<file path="config.mk">
export PLATFORM = sky130hd
export DESIGN_NAME = uart_top
export DESIGN_NICKNAME = d
export VERILOG_FILES = /design/src/verilog/uart_pkg.sv /design/src/verilog/uart_stream_if.sv /design/src/verilog/uart_top.sv /design/src/verilog/uart_regs.sv /design/src/verilog/uart_ser.sv /design/src/verilog/uart_des.sv
export VERILOG_INCLUDE_DIRS = /design/src /design/src/verilog
export SDC_FILE = /design/constraint.sdc
export NUM_CORES = 1
export LEC_CHECK = 0
export BUFFER_PORTS_ARGS = -buffer_cell sky130_fd_sc_hd__buf_2
export CAP_MARGIN = 20
export CORE_MARGIN = 5
export CORE_UTILIZATION = 60
export DETAILED_ROUTE_END_ITERATION = 8
export GPL_ROUTABILITY_DRIVEN = 0
export MAX_ROUTING_LAYER = met4
export PLACE_DENSITY = 0.81
export SETUP_SLACK_MARGIN = 0.2
export SLEW_MARGIN = 40
export SYNTH_ARGS = -nofsm -noshare
export SYNTH_HDL_FRONTEND = slang
export SYNTH_HIERARCHICAL = 1
export SYNTH_SLANG_ARGS = --single-unit
</file>
<file path="constraint.sdc">
create_clock -name bus -period 5.9 [get_ports bus]
set_input_delay 1.18 -clock bus [delete_from_list [all_inputs] [get_ports bus]]
set_output_delay 1.18 -clock bus [all_outputs]
set_load 0.1 [all_outputs]
</file>
<file path="src/verilog/uart_defines.svh">
// shared widths and register map of the UART controller
// all sizes are fixed here, modules take no parameter overrides
// register data must be at least as wide as the baud counter
`ifndef UART_DEFINES_SVH
`define UART_DEFINES_SVH

// data bits per frame, 8N1 framing around them
`define UART_DW 8
// baud counter and configuration width
`define UART_CW 16
// register bus address and data widths
`define UART_AW 3
`define UART_BW 16

// register addresses, cast to the address type at use
`define UART_ADR_BDR 0
`define UART_ADR_SMP 1
`define UART_ADR_TXD 2
`define UART_ADR_RXD 3
`define UART_ADR_STS 4

`endif
</file>
<file path="src/verilog/uart_pkg.sv">
// common types of the UART controller
// widths come from the defines header
`default_nettype none

`include "uart_defines.svh"

package uart_pkg;

  // one data byte on the serial line
  typedef logic [`UART_DW-1:0] uart_dat_t;
  // baud counter, bit period and sample position
  typedef logic [`UART_CW-1:0] uart_cnt_t;
  // register bus address and data word
  typedef logic [`UART_AW-1:0] uart_adr_t;
  typedef logic [`UART_BW-1:0] uart_reg_t;

  // receiver frame states
  typedef enum logic [1:0] {
    rx_idle,
    rx_start,
    rx_data,
    rx_stop
  } uart_rx_state_t;

endpackage : uart_pkg

`default_nettype wire

</file>
<file path="src/verilog/uart_stream_if.sv">
// byte stream between the serial engines and the register block
// a byte moves in a cycle with vld and rdy both high
// err is only meaningful together with vld
`default_nettype none

interface uart_stream_if import uart_pkg::*; ();

  logic      vld;
  logic      rdy;
  uart_dat_t dat;
  // frame error, stop bit seen low
  logic      err;

  // producer side
  modport src (output vld, output dat, output err, input rdy);
  // consumer side
  modport snk (input vld, input dat, input err, output rdy);

endinterface : uart_stream_if

`default_nettype wire

</file>
<file path="src/verilog/uart_top.sv">
// UART controller top level, register bus plus rxd and txd pins
// rxd is expected idle high, it sees a single delay flop only
// register map and widths are in the defines header
`default_nettype none

module uart_top import uart_pkg::*; (
  input  wire logic      bus,
  input  wire logic      rst,
  // register bus
  input  wire logic      reg_vld,
  input  wire logic      reg_wen,
  input  wire uart_adr_t reg_adr,
  input  wire uart_reg_t reg_wdt,
  output wire logic      reg_rdy,
  output uart_reg_t      reg_rdt,
  // serial pins
  input  wire logic      rxd,
  output wire logic      txd
);

  uart_cnt_t cfg_bdr;
  uart_cnt_t cfg_smp;

  // byte streams, engines on one side and registers on the other
  uart_stream_if rx ();
  uart_stream_if tx ();

  uart_regs uart_regs_i (
    .bus     (bus),
    .rst     (rst),
    .reg_vld (reg_vld),
    .reg_wen (reg_wen),
    .reg_adr (reg_adr),
    .reg_wdt (reg_wdt),
    .reg_rdy (reg_rdy),
    .reg_rdt (reg_rdt),
    .cfg_bdr (cfg_bdr),
    .cfg_smp (cfg_smp),
    .rx      (rx.snk),
    .tx      (tx.src)
  );

  // receiver
  uart_des uart_des_i (
    .bus     (bus),
    .rst     (rst),
    .cfg_bdr (cfg_bdr),
    .cfg_smp (cfg_smp),
    .rxd     (rxd),
    .rx      (rx.src)
  );

  // transmitter, sample position not needed
  uart_ser uart_ser_i (
    .bus     (bus),
    .rst     (rst),
    .cfg_bdr (cfg_bdr),
    .tx      (tx.snk),
    .txd     (txd)
  );

endmodule : uart_top

`default_nettype wire

</file>
<file path="src/verilog/uart_regs.sv">
// register block of the UART controller
// one byte receive holding register, overrun when a byte arrives while full
// a TXD write waits on reg_rdy until the transmitter is idle
// reads and writes of unmapped addresses are ignored and read as zero
`default_nettype none

`include "uart_defines.svh"

module uart_regs import uart_pkg::*; (
  input  wire logic      bus,
  input  wire logic      rst,
  input  wire logic      reg_vld,
  input  wire logic      reg_wen,
  input  wire uart_adr_t reg_adr,
  input  wire uart_reg_t reg_wdt,
  output wire logic      reg_rdy,
  output uart_reg_t      reg_rdt,
  output uart_cnt_t      cfg_bdr,
  output uart_cnt_t      cfg_smp,
  uart_stream_if.snk     rx,
  uart_stream_if.src     tx
);

  logic      reg_trn;
  logic      txd_wen;
  logic      rxd_ren;
  logic      sts_wen;
  logic      rx_trn;
  uart_dat_t rx_dat;
  logic      rx_full;
  logic      rx_ovr;
  logic      rx_fer;

  //////////////////////////////
  // bus decode
  //////////////////////////////

  // TXD write is offered to the transmitter before it completes
  assign txd_wen = reg_vld & reg_wen & (reg_adr == uart_adr_t'(`UART_ADR_TXD));
  // back-pressure only on TXD writes
  assign reg_rdy = ~txd_wen | tx.rdy;
  assign reg_trn = reg_vld & reg_rdy;

  assign rxd_ren = reg_trn & ~reg_wen & (reg_adr == uart_adr_t'(`UART_ADR_RXD));
  assign sts_wen = reg_trn & reg_wen & (reg_adr == uart_adr_t'(`UART_ADR_STS));

  // configuration
  always_ff @(posedge bus, posedge rst) begin
    if (rst) begin
      cfg_bdr <= '0;
      cfg_smp <= '0;
    end else if (reg_trn && reg_wen) begin
      if (reg_adr == uart_adr_t'(`UART_ADR_BDR)) cfg_bdr <= uart_cnt_t'(reg_wdt);
      if (reg_adr == uart_adr_t'(`UART_ADR_SMP)) cfg_smp <= uart_cnt_t'(reg_wdt);
    end
  end

  //////////////////////////////
  // transmit side
  //////////////////////////////

  assign tx.vld = txd_wen;
  assign tx.dat = uart_dat_t'(reg_wdt);
  assign tx.err = 1'b0;

  //////////////////////////////
  // receive side
  //////////////////////////////

  assign rx.rdy = ~rx_full;
  assign rx_trn = rx.vld & rx.rdy;

  // held byte, written only when empty
  always_ff @(posedge bus) begin
    if (rx_trn) rx_dat <= rx.dat;
  end

  // new byte wins over a same cycle read
  always_ff @(posedge bus, posedge rst) begin
    if (rst) begin
      rx_full <= 1'b0;
      rx_fer  <= 1'b0;
      rx_ovr  <= 1'b0;
    end else begin
      if (rxd_ren) begin
        rx_full <= 1'b0;
        rx_fer  <= 1'b0;
      end
      if (rx_trn) begin
        rx_full <= 1'b1;
        rx_fer  <= rx.err;
      end
      // sticky, cleared by writing a one to bit 1
      if (sts_wen && reg_wdt[1]) rx_ovr <= 1'b0;
      if (rx.vld && rx_full) rx_ovr <= 1'b1;
    end
  end

  //////////////////////////////
  // read data
  //////////////////////////////

  always_comb begin
    case (reg_adr)
      uart_adr_t'(`UART_ADR_BDR): reg_rdt = uart_reg_t'(cfg_bdr);
      uart_adr_t'(`UART_ADR_SMP): reg_rdt = uart_reg_t'(cfg_smp);
      uart_adr_t'(`UART_ADR_RXD): reg_rdt = uart_reg_t'(rx_dat);
      // tx busy, frame error, overrun, full
      uart_adr_t'(`UART_ADR_STS): reg_rdt = uart_reg_t'({~tx.rdy, rx_fer, rx_ovr, rx_full});
      default:                    reg_rdt = '0;
    endcase
  end

  // transmitter only sees requests from a bus cycle
  tx_from_bus: assert property (@(posedge bus) disable iff (rst)
    tx.vld |-> reg_vld && reg_wen);

endmodule : uart_regs

`default_nettype wire

</file>
<file path="src/verilog/uart_ser.sv">
// serial transmitter, 8N1 frames, LSB first
// each bit lasts cfg_bdr+1 clocks, cfg_bdr must stay fixed during a frame
// accepts a byte only while idle, rdy rises after the stop bit
`default_nettype none

`include "uart_defines.svh"

module uart_ser import uart_pkg::*; (
  input  wire logic      bus,
  input  wire logic      rst,
  input  wire uart_cnt_t cfg_bdr,
  uart_stream_if.snk     tx,
  output wire logic      txd
);

  // start, data and stop bits
  localparam int unsigned frm_w = `UART_DW + 2;
  localparam int unsigned cnt_w = $clog2(frm_w);

  logic             tx_trn;
  logic             busy;
  uart_cnt_t        bdr_cnt;
  logic             bdr_end;
  logic [cnt_w-1:0] bit_cnt;
  logic [frm_w-1:0] shf_frm;

  assign tx.rdy  = ~busy;
  assign tx_trn  = tx.vld & tx.rdy;
  assign bdr_end = bdr_cnt == cfg_bdr;

  //////////////////////////////
  // frame shifter
  //////////////////////////////

  always_ff @(posedge bus, posedge rst) begin
    if (rst) begin
      busy    <= 1'b0;
      bdr_cnt <= '0;
      bit_cnt <= '0;
      // all ones keeps the line idle high
      shf_frm <= '1;
    end else if (tx_trn) begin
      busy    <= 1'b1;
      bdr_cnt <= '0;
      bit_cnt <= '0;
      shf_frm <= {1'b1, tx.dat, 1'b0};
    end else if (busy) begin
      if (bdr_end) begin
        bdr_cnt <= '0;
        // ones fill in behind the stop bit
        shf_frm <= {1'b1, shf_frm[frm_w-1:1]};
        if (bit_cnt == cnt_w'(frm_w - 1)) begin
          busy <= 1'b0;
        end else begin
          bit_cnt <= bit_cnt + 1'b1;
        end
      end else begin
        bdr_cnt <= bdr_cnt + 1'b1;
      end
    end
  end

  // straight from a flop, no glitches on the line
  assign txd = shf_frm[0];

  // idle line is always high
  txd_idle: assert property (@(posedge bus) disable iff (rst)
    tx.rdy |-> txd);

endmodule : uart_ser

`default_nettype wire

</file>
<file path="src/verilog/uart_des.sv">
// asynchronous serial receiver, 8N1 frames, LSB first
// rxd passes one delay flop only, metastability is left to the user
// cfg_smp must not exceed cfg_bdr, otherwise bits are never sampled
// never stalls, vld pulses one cycle whatever rdy says
`default_nettype none

`include "uart_defines.svh"

module uart_des import uart_pkg::*; (
  input  wire logic      bus,
  input  wire logic      rst,
  input  wire uart_cnt_t cfg_bdr,
  input  wire uart_cnt_t cfg_smp,
  input  wire logic      rxd,
  uart_stream_if.src     rx
);

  localparam int unsigned bit_w = $clog2(`UART_DW);

  uart_rx_state_t   state;
  uart_cnt_t        bdr_cnt;
  logic             bdr_end;
  logic             bdr_smp;
  logic [bit_w-1:0] bit_cnt;
  logic             rxd_dly;
  logic             rxd_edg;
  uart_dat_t        shf_dat;
  logic             rx_vld;
  logic             rx_err;

  //////////////////////////////
  // start edge
  //////////////////////////////

  always_ff @(posedge bus, posedge rst) begin
    if (rst) begin
      rxd_dly <= 1'b1;
    end else begin
      rxd_dly <= rxd;
    end
  end

  // high to low on the line
  assign rxd_edg = rxd_dly & ~rxd;

  //////////////////////////////
  // bit timing
  //////////////////////////////

  assign bdr_end = bdr_cnt == cfg_bdr;
  assign bdr_smp = bdr_cnt == cfg_smp;

  // restarts every bit period, held at zero while idle
  always_ff @(posedge bus, posedge rst) begin
    if (rst) begin
      bdr_cnt <= '0;
    end else if (state == rx_idle || bdr_end) begin
      bdr_cnt <= '0;
    end else begin
      bdr_cnt <= bdr_cnt + 1'b1;
    end
  end

  //////////////////////////////
  // frame FSM
  //////////////////////////////

  always_ff @(posedge bus, posedge rst) begin
    if (rst) begin
      state   <= rx_idle;
      bit_cnt <= '0;
      rx_vld  <= 1'b0;
    end else begin
      rx_vld <= 1'b0;
      case (state)
        rx_idle: begin
          if (rxd_edg) state <= rx_start;
        end
        rx_start: begin
          // glitch, line back high at the sample point
          if (bdr_smp && rxd_dly) begin
            state <= rx_idle;
          end else if (bdr_end) begin
            state   <= rx_data;
            bit_cnt <= '0;
          end
        end
        rx_data: begin
          if (bdr_end) begin
            if (bit_cnt == bit_w'(`UART_DW - 1)) state <= rx_stop;
            bit_cnt <= bit_cnt + 1'b1;
          end
        end
        default: begin
          // stop bit, byte is handed over one cycle after its sample
          if (bdr_smp) begin
            state  <= rx_idle;
            rx_vld <= 1'b1;
          end
        end
      endcase
    end
  end

  // data shifter and stop check
  always_ff @(posedge bus) begin
    if (state == rx_data && bdr_smp) shf_dat <= {rxd_dly, shf_dat[`UART_DW-1:1]};
    if (state == rx_stop && bdr_smp) rx_err <= ~rxd_dly;
  end

  assign rx.vld = rx_vld;
  assign rx.dat = shf_dat;
  assign rx.err = rx_err;

  // sample point has to fall inside the bit period
  smp_in_bit: assert property (@(posedge bus) disable iff (rst)
    state != rx_idle |-> cfg_smp <= cfg_bdr);
  // last data bit was shifted in a full period before vld
  dat_stable: assert property (@(posedge bus) disable iff (rst)
    rx.vld |-> $stable(rx.dat));

endmodule : uart_des

`default_nettype wire

</file>
==> results.sh, run 1 <==
export IMPL_grt_total_usage_pct=22.1
export IMPL_report_final_slew_viol_count=0
export IMPL_max_clock_freq_mhz=253
export IMPL_syn2layout_area_growth_pct=5.60
export IMPL_die_w_um=108
export IMPL_yosysWarnings=6
export IMPL_num_rows=35
export IMPL_cellPowerDensity_mw_per_mm2=342
export IMPL_viasPerCell=5.72
export IMPL_critPathMaxFanout=26
export IMPL_final_nets=570
export IMPL_setup_viol=0
export IMPL_portBuffers=41
export IMPL_ctsResizeCount=0
export IMPL_dp_cells=654
export IMPL_syn_avg_cell_area_um2=11.1
export IMPL_tightest_slew_ns=0.798
export IMPL_final_cells=670
export IMPL_antenna_found_initial=0
export IMPL_grt_max_degree=31
export IMPL_pin_count=42
export IMPL_maxCapViolCount=0
export IMPL_cts_setup_buffers=0
export IMPL_end_kind="output port"
export IMPL_criticalPathCategory="input pin to output port"
export IMPL_dpl_hpwl_um=8520
export IMPL_path_clk_slew_ns=0.09
export IMPL_drc=0
export IMPL_die_area_mm2=0.0116
export IMPL_finClkSkew_ns=0.0103
export IMPL_fin_util_pct=65.0
export IMPL_wl_um=11700
export IMPL_cts_made_buffers=9
export IMPL_drive_above_1_share_pct=21.6
export IMPL_grt_pass1_vias=3894
export IMPL_p_leak_uw=0.00269
export IMPL_clockBufferDepth=2
export IMPL_ir_drop_uv=244
export IMPL_cp_required_ns=4.72
export IMPL_drtPass1Iterations=5
export IMPL_synthCells=515
export IMPL_vias=3835
export IMPL_crit_arrival_ns=2.78
export IMPL_postCtsHoldBufs=0
export IMPL_clock_latency_ns=0.36
export IMPL_min_path_type="flop to flop"
export IMPL_status="completed"
export IMPL_syn_num_nets=549
export IMPL_finalCritPeriodShare_pct=67.1
export IMPL_rsz0062_at_grt="false"
export IMPL_h_tree_depth=3
export IMPL_clock_root_buffer="clkbuf_8"
export IMPL_start_util_pct=61.6
export IMPL_finalHoldViolCount=0
export IMPL_overflow=0
export IMPL_fin_ws_ns=1.94
export IMPL_pre_cts_ws_ns=1.91
export IMPL_tns_ns=0
export IMPL_drtAntennaViolNets=0
export IMPL_p_total_uw=2060
export IMPL_relSlewSlack_pct=46.7
export IMPL_fp_dieH_um=108
export IMPL_synthesis_area_mm2=0.00572
export IMPL_coreArea_mm2=0.00928
export IMPL_first_iter_violations=211
export IMPL_grt_pass1_wl_um=19500
export IMPL_cp_start_kind="input pin"
export IMPL_cts_sinks=105
export IMPL_min_period_ns=3.96
export IMPL_antenna_cells=0
export IMPL_wire_per_inst_um=17.5
export IMPL_cts_tree="yes"
## report_power, final
| group | internal [µW] | switching, µW |
|---|---|---|
| sequential | 889 | 187 |
| combinational | 271 | 329 |
| clock | 154 | 235 |
## through the flow
stage / area [µm²] / hold slack (ns)
final: 6040 / 0.426
after floorplan: 5720 / 0.400
after detailed placement: 5870 / 0.408
after CTS: 6030 / 0.430
after global routing: 6040 / 0.439
after global placement: 5870 / 0.401
## worst paths after layout
kind / startpoint / end / slack, ns / depth (start not counted)
max in group asynchronous: rst / uart_regs_i/cfg_smp[2] / 4.52 / 3
setup / recovery: reg_adr[0] / reg_rdt[2] / 1.94 / 5
min in group asynchronous: rst / uart_regs_i/cfg_bdr[13] / 0.75 / 2
setup reg to reg: uart_regs_i/cfg_bdr[14] / uart_ser_i/shf_frm[6] / 3.20 / 5
hold reg to reg: uart_des_i/rx.dat[0] / uart_regs_i/rx_dat[0] / 0.43 / 0
hold / removal: uart_des_i/rx.dat[0] / uart_regs_i/rx_dat[0] / 0.43 / 0
## sequential cells by signal, indices dropped and copies added, names as in the netlist
register             flops
uart_des_i/rx.dat        8
uart_ser_i/shf_frm       9
uart_regs_i/rx_fer       1
uart_des_i/rxd_dly       1
uart_regs_i/cfg_bdr     16
uart_regs_i/rx_full      1
uart_ser_i/bit_cnt       4
uart_ser_i/busy          1
uart_regs_i/rx_ovr       1
uart_regs_i/cfg_smp     16
uart_des_i/bdr_cnt      16
uart_ser_i/bdr_cnt      16
uart_regs_i/rx_dat       8
uart_des_i/bit_cnt       3
uart_des_i/state         2
uart_des_i/rx.vld        1
uart_des_i/rx.err        1
## cells in the final DEF (no fill, tap or decap), types with 5 or more instances in the layout
cell type and n:
nand2_1 26, ha_1 10, dfrtp_1 78, nor2b_1 7, xor2_1 43, buf_2 41
mux2_4 21, nand3_1 22, xnor2_1 29, edfxtp_1 17, o21ai_0 9, clkbuf_8 9
or3_1 9, dfstp_2 10, mux2_2 12, nand4_1 12, nor4_1 7, inv_1 20
o21a_1 5, nor2_1 55, nor3_1 7, o221a_1 6, o211ai_1 5, mux2i_1 17
## layout make-up
cell class                      instances  area, µm²
Clock inverter                          5       32.5
Fill cell                             728       3250
Tap cell                              129        161
Sequential cell                       105       2730
Clock buffer                           11        131
Inverter                               23       86.3
Multi-Input combinational cell        353       2670
Timing Repair Buffer                   44        228
## routing by layer
metal  GRT usage, %  wire (µm)  up-vias
met4           8.21        301        0
met1           26.2       4930     1922
met5              -          0        -
met2           37.5       6120       70
met3           4.38        371       28
li1               -          -     1815
## worst max-delay path: stages
cell and delay (ns):
buf_2 0.49, nor2b_1 0.36, a2bb2oi_1 0.12, o21ai_0 0.17
buf_2 0.45
(Power assumes the default switching activity.)
==> run 2, diff against run 1 <==
- clock period: 5.9 -> 3.74 ns (I/O delays scaled with it)
==> run 2 against run 1 <==
Net effect:
- clock skew increased by 0.0047 ns
- sequential power increased by 56%
- die area unchanged
==> results.sh, run 2 (synthesis gave the netlist of run 1 again) <==
export IMPL_criticalPathCategory="input pin to output port"
export IMPL_clockBufferDepth=2
export IMPL_ctsResizeCount=0
export IMPL_start_util_pct=61.6
export IMPL_final_nets=573
export IMPL_vias=3816
export IMPL_cp_start_kind="input pin"
export IMPL_status="completed"
export IMPL_timing_rr_start="uart_regs_i/cfg_bdr[3]"
export IMPL_cp_endpoint="reg_rdt[3]"
export IMPL_clock_latency_ns=0.38
export IMPL_max_stage_delay_ns=0.49
export IMPL_fin_ws_ns=0.735
export IMPL_coreArea_mm2=0.00928
export IMPL_cts_tree="yes"
export IMPL_path_clk_slew_ns=0.10
export IMPL_clock_root_buffer="clkbuf_8"
export IMPL_finalHoldViolCount=0
export IMPL_postCtsHoldBufs=0
export IMPL_reg2reg_setup_slack_ns=1.35
export IMPL_grt_pass1_wl_um=19000
export IMPL_max_clock_freq_mhz=333
export IMPL_fillers=736
export IMPL_rsz0062_at_grt="false"
export IMPL_h_tree_depth=3
export IMPL_pre_cts_ws_ns=0.753
export IMPL_pin_count=42
export IMPL_tns_ns=0
export IMPL_fp_dieH_um=108
export IMPL_cts_sinks=105
export IMPL_p_leak_uw=0.00271
export IMPL_startpoint="reg_adr[0]"
export IMPL_cellPowerDensity_mw_per_mm2=540
export IMPL_min_period_ns=3.01
export IMPL_slowest_stage="buf_2"
export IMPL_ir_drop_uv=389
export IMPL_tightest_slew_ns=0.712
export IMPL_num_rows=35
export IMPL_drtPass1Iterations=5
export IMPL_grt_total_usage_pct=21.5
export IMPL_dp_cells=657
export IMPL_critPathMaxFanout=26
export IMPL_worstReg2RegEnd="uart_ser_i/shf_frm[6]"
export IMPL_drtAntennaViolNets=0
export IMPL_wl_um=11300
export IMPL_min_path_type="input pin to asynchronous set/reset pin"
export IMPL_end_kind="output port"
export IMPL_cts_made_buffers=9
export IMPL_crit_arrival_ns=2.26
export IMPL_first_iter_violations=164
export IMPL_final_cells=673
export IMPL_relSlewSlack_pct=52.5
export IMPL_final_cell_mix="78 x dfrtp_1, 55 x nor2_1, 43 x xor2_1, 41 x buf_2, 29 x xnor2_1"
export IMPL_die_w_um=108
export IMPL_cts_setup_buffers=0
export IMPL_placed_cell_area_mm2=0.00589
export IMPL_drive_above_1_share_pct=22.4
export IMPL_grt_pass1_vias=3835
export IMPL_dpl_hpwl_um=8300
export IMPL_crit_top_cell="buf_2"
export IMPL_final_common_cell="dfrtp_1"
export IMPL_antenna_found_initial=0
export IMPL_report_final_slew_viol_count=0
export IMPL_wire_per_inst_um=16.8
export IMPL_setup_viol=0
export IMPL_antenna_cells=0
export IMPL_viasPerCell=5.67
export IMPL_finalCritPeriodShare_pct=80.3
export IMPL_overflow=0
export IMPL_cp_required_ns=2.99
export IMPL_r2r_cells=6
export IMPL_maxCapViolCount=0
export IMPL_syn2layout_area_growth_pct=6.17
export IMPL_drc=0
export IMPL_finish_instance_area_mm2=0.00607
export IMPL_finClkSkew_ns=0.0151
export IMPL_crit_chain="buf_2 -> nor2b_1 -> nand2_1 -> o211ai_1 -> buf_2"
export IMPL_die_area_mm2=0.0116
export IMPL_grt_max_degree=31
export IMPL_portBuffers=41
[run 2: changes by cell type in the layout (fill, tap and decap cells not counted), sizes merged]
cell      previous run  this run
buf                 44        47
clkbuf              11        10
clkinv               2         3
clkinvlp             1         0
inv                 25        26
[run 2: area by class of cell]
type | count | area, µm² | area share, %
clock inverters | 6 | 48.8 | 0.804
flip-flops and latches | 105 | 2730 | 44.9
repair buffers | 47 | 250 | 4.12
well taps | 129 | 161 | 2.66
inverters | 23 | 86.3 | 1.42
clock buffers | 10 | 129 | 2.12
multi-input cells | 353 | 2670 | 44.0
[run 2: stage by stage]
stage	hold WS (ns)	util [%]	power (µW)
2_1_floorplan	0.400	-	2450
3_3_place_gp	0.401	63.5	2610
3_5_place_dp	0.405	63.5	2650
4_1_cts	0.360	65.4	3300
5_1_grt	0.399	65.4	3480
6_report	0.367	65.4	3280
[run 2: power by group]
| part | total (µW) | switching (µW) | internal [µW] |
|---|---|---|---|
| combinational | 953 | 523 | 430 |
| clock | 641 | 387 | 253 |
| sequential | 1680 | 281 | 1400 |
[run 2: metal layers]
layer  part of all wire, %  track usage, %
met1                    43            25.8
met2                    51            35.4
met3                   3.4            4.32
met4                   3.0            9.29
met5                     0               -
[run 2: critical path, delay by kind of cell]
family          cells  cell delay [ns]
simple gates        2             0.42
buf+inv             2             0.94
compound gates      1             0.15
[run 2: worst min-delay path by stage]
stage / slack (ns) / start / end
after floorplan: 0.40 / uart_des_i/rx.dat[0] / uart_regs_i/rx_dat[0]
after global placement: 0.40 / uart_des_i/rx.dat[0] / uart_regs_i/rx_dat[0]
after detailed placement: 0.41 / uart_des_i/rx.dat[0] / uart_regs_i/rx_dat[0]
after CTS: 0.36 / rst / uart_regs_i/cfg_bdr[14]
after global routing: 0.40 / rst / uart_regs_i/cfg_bdr[14]
final: 0.37 / rst / uart_regs_i/cfg_bdr[14]
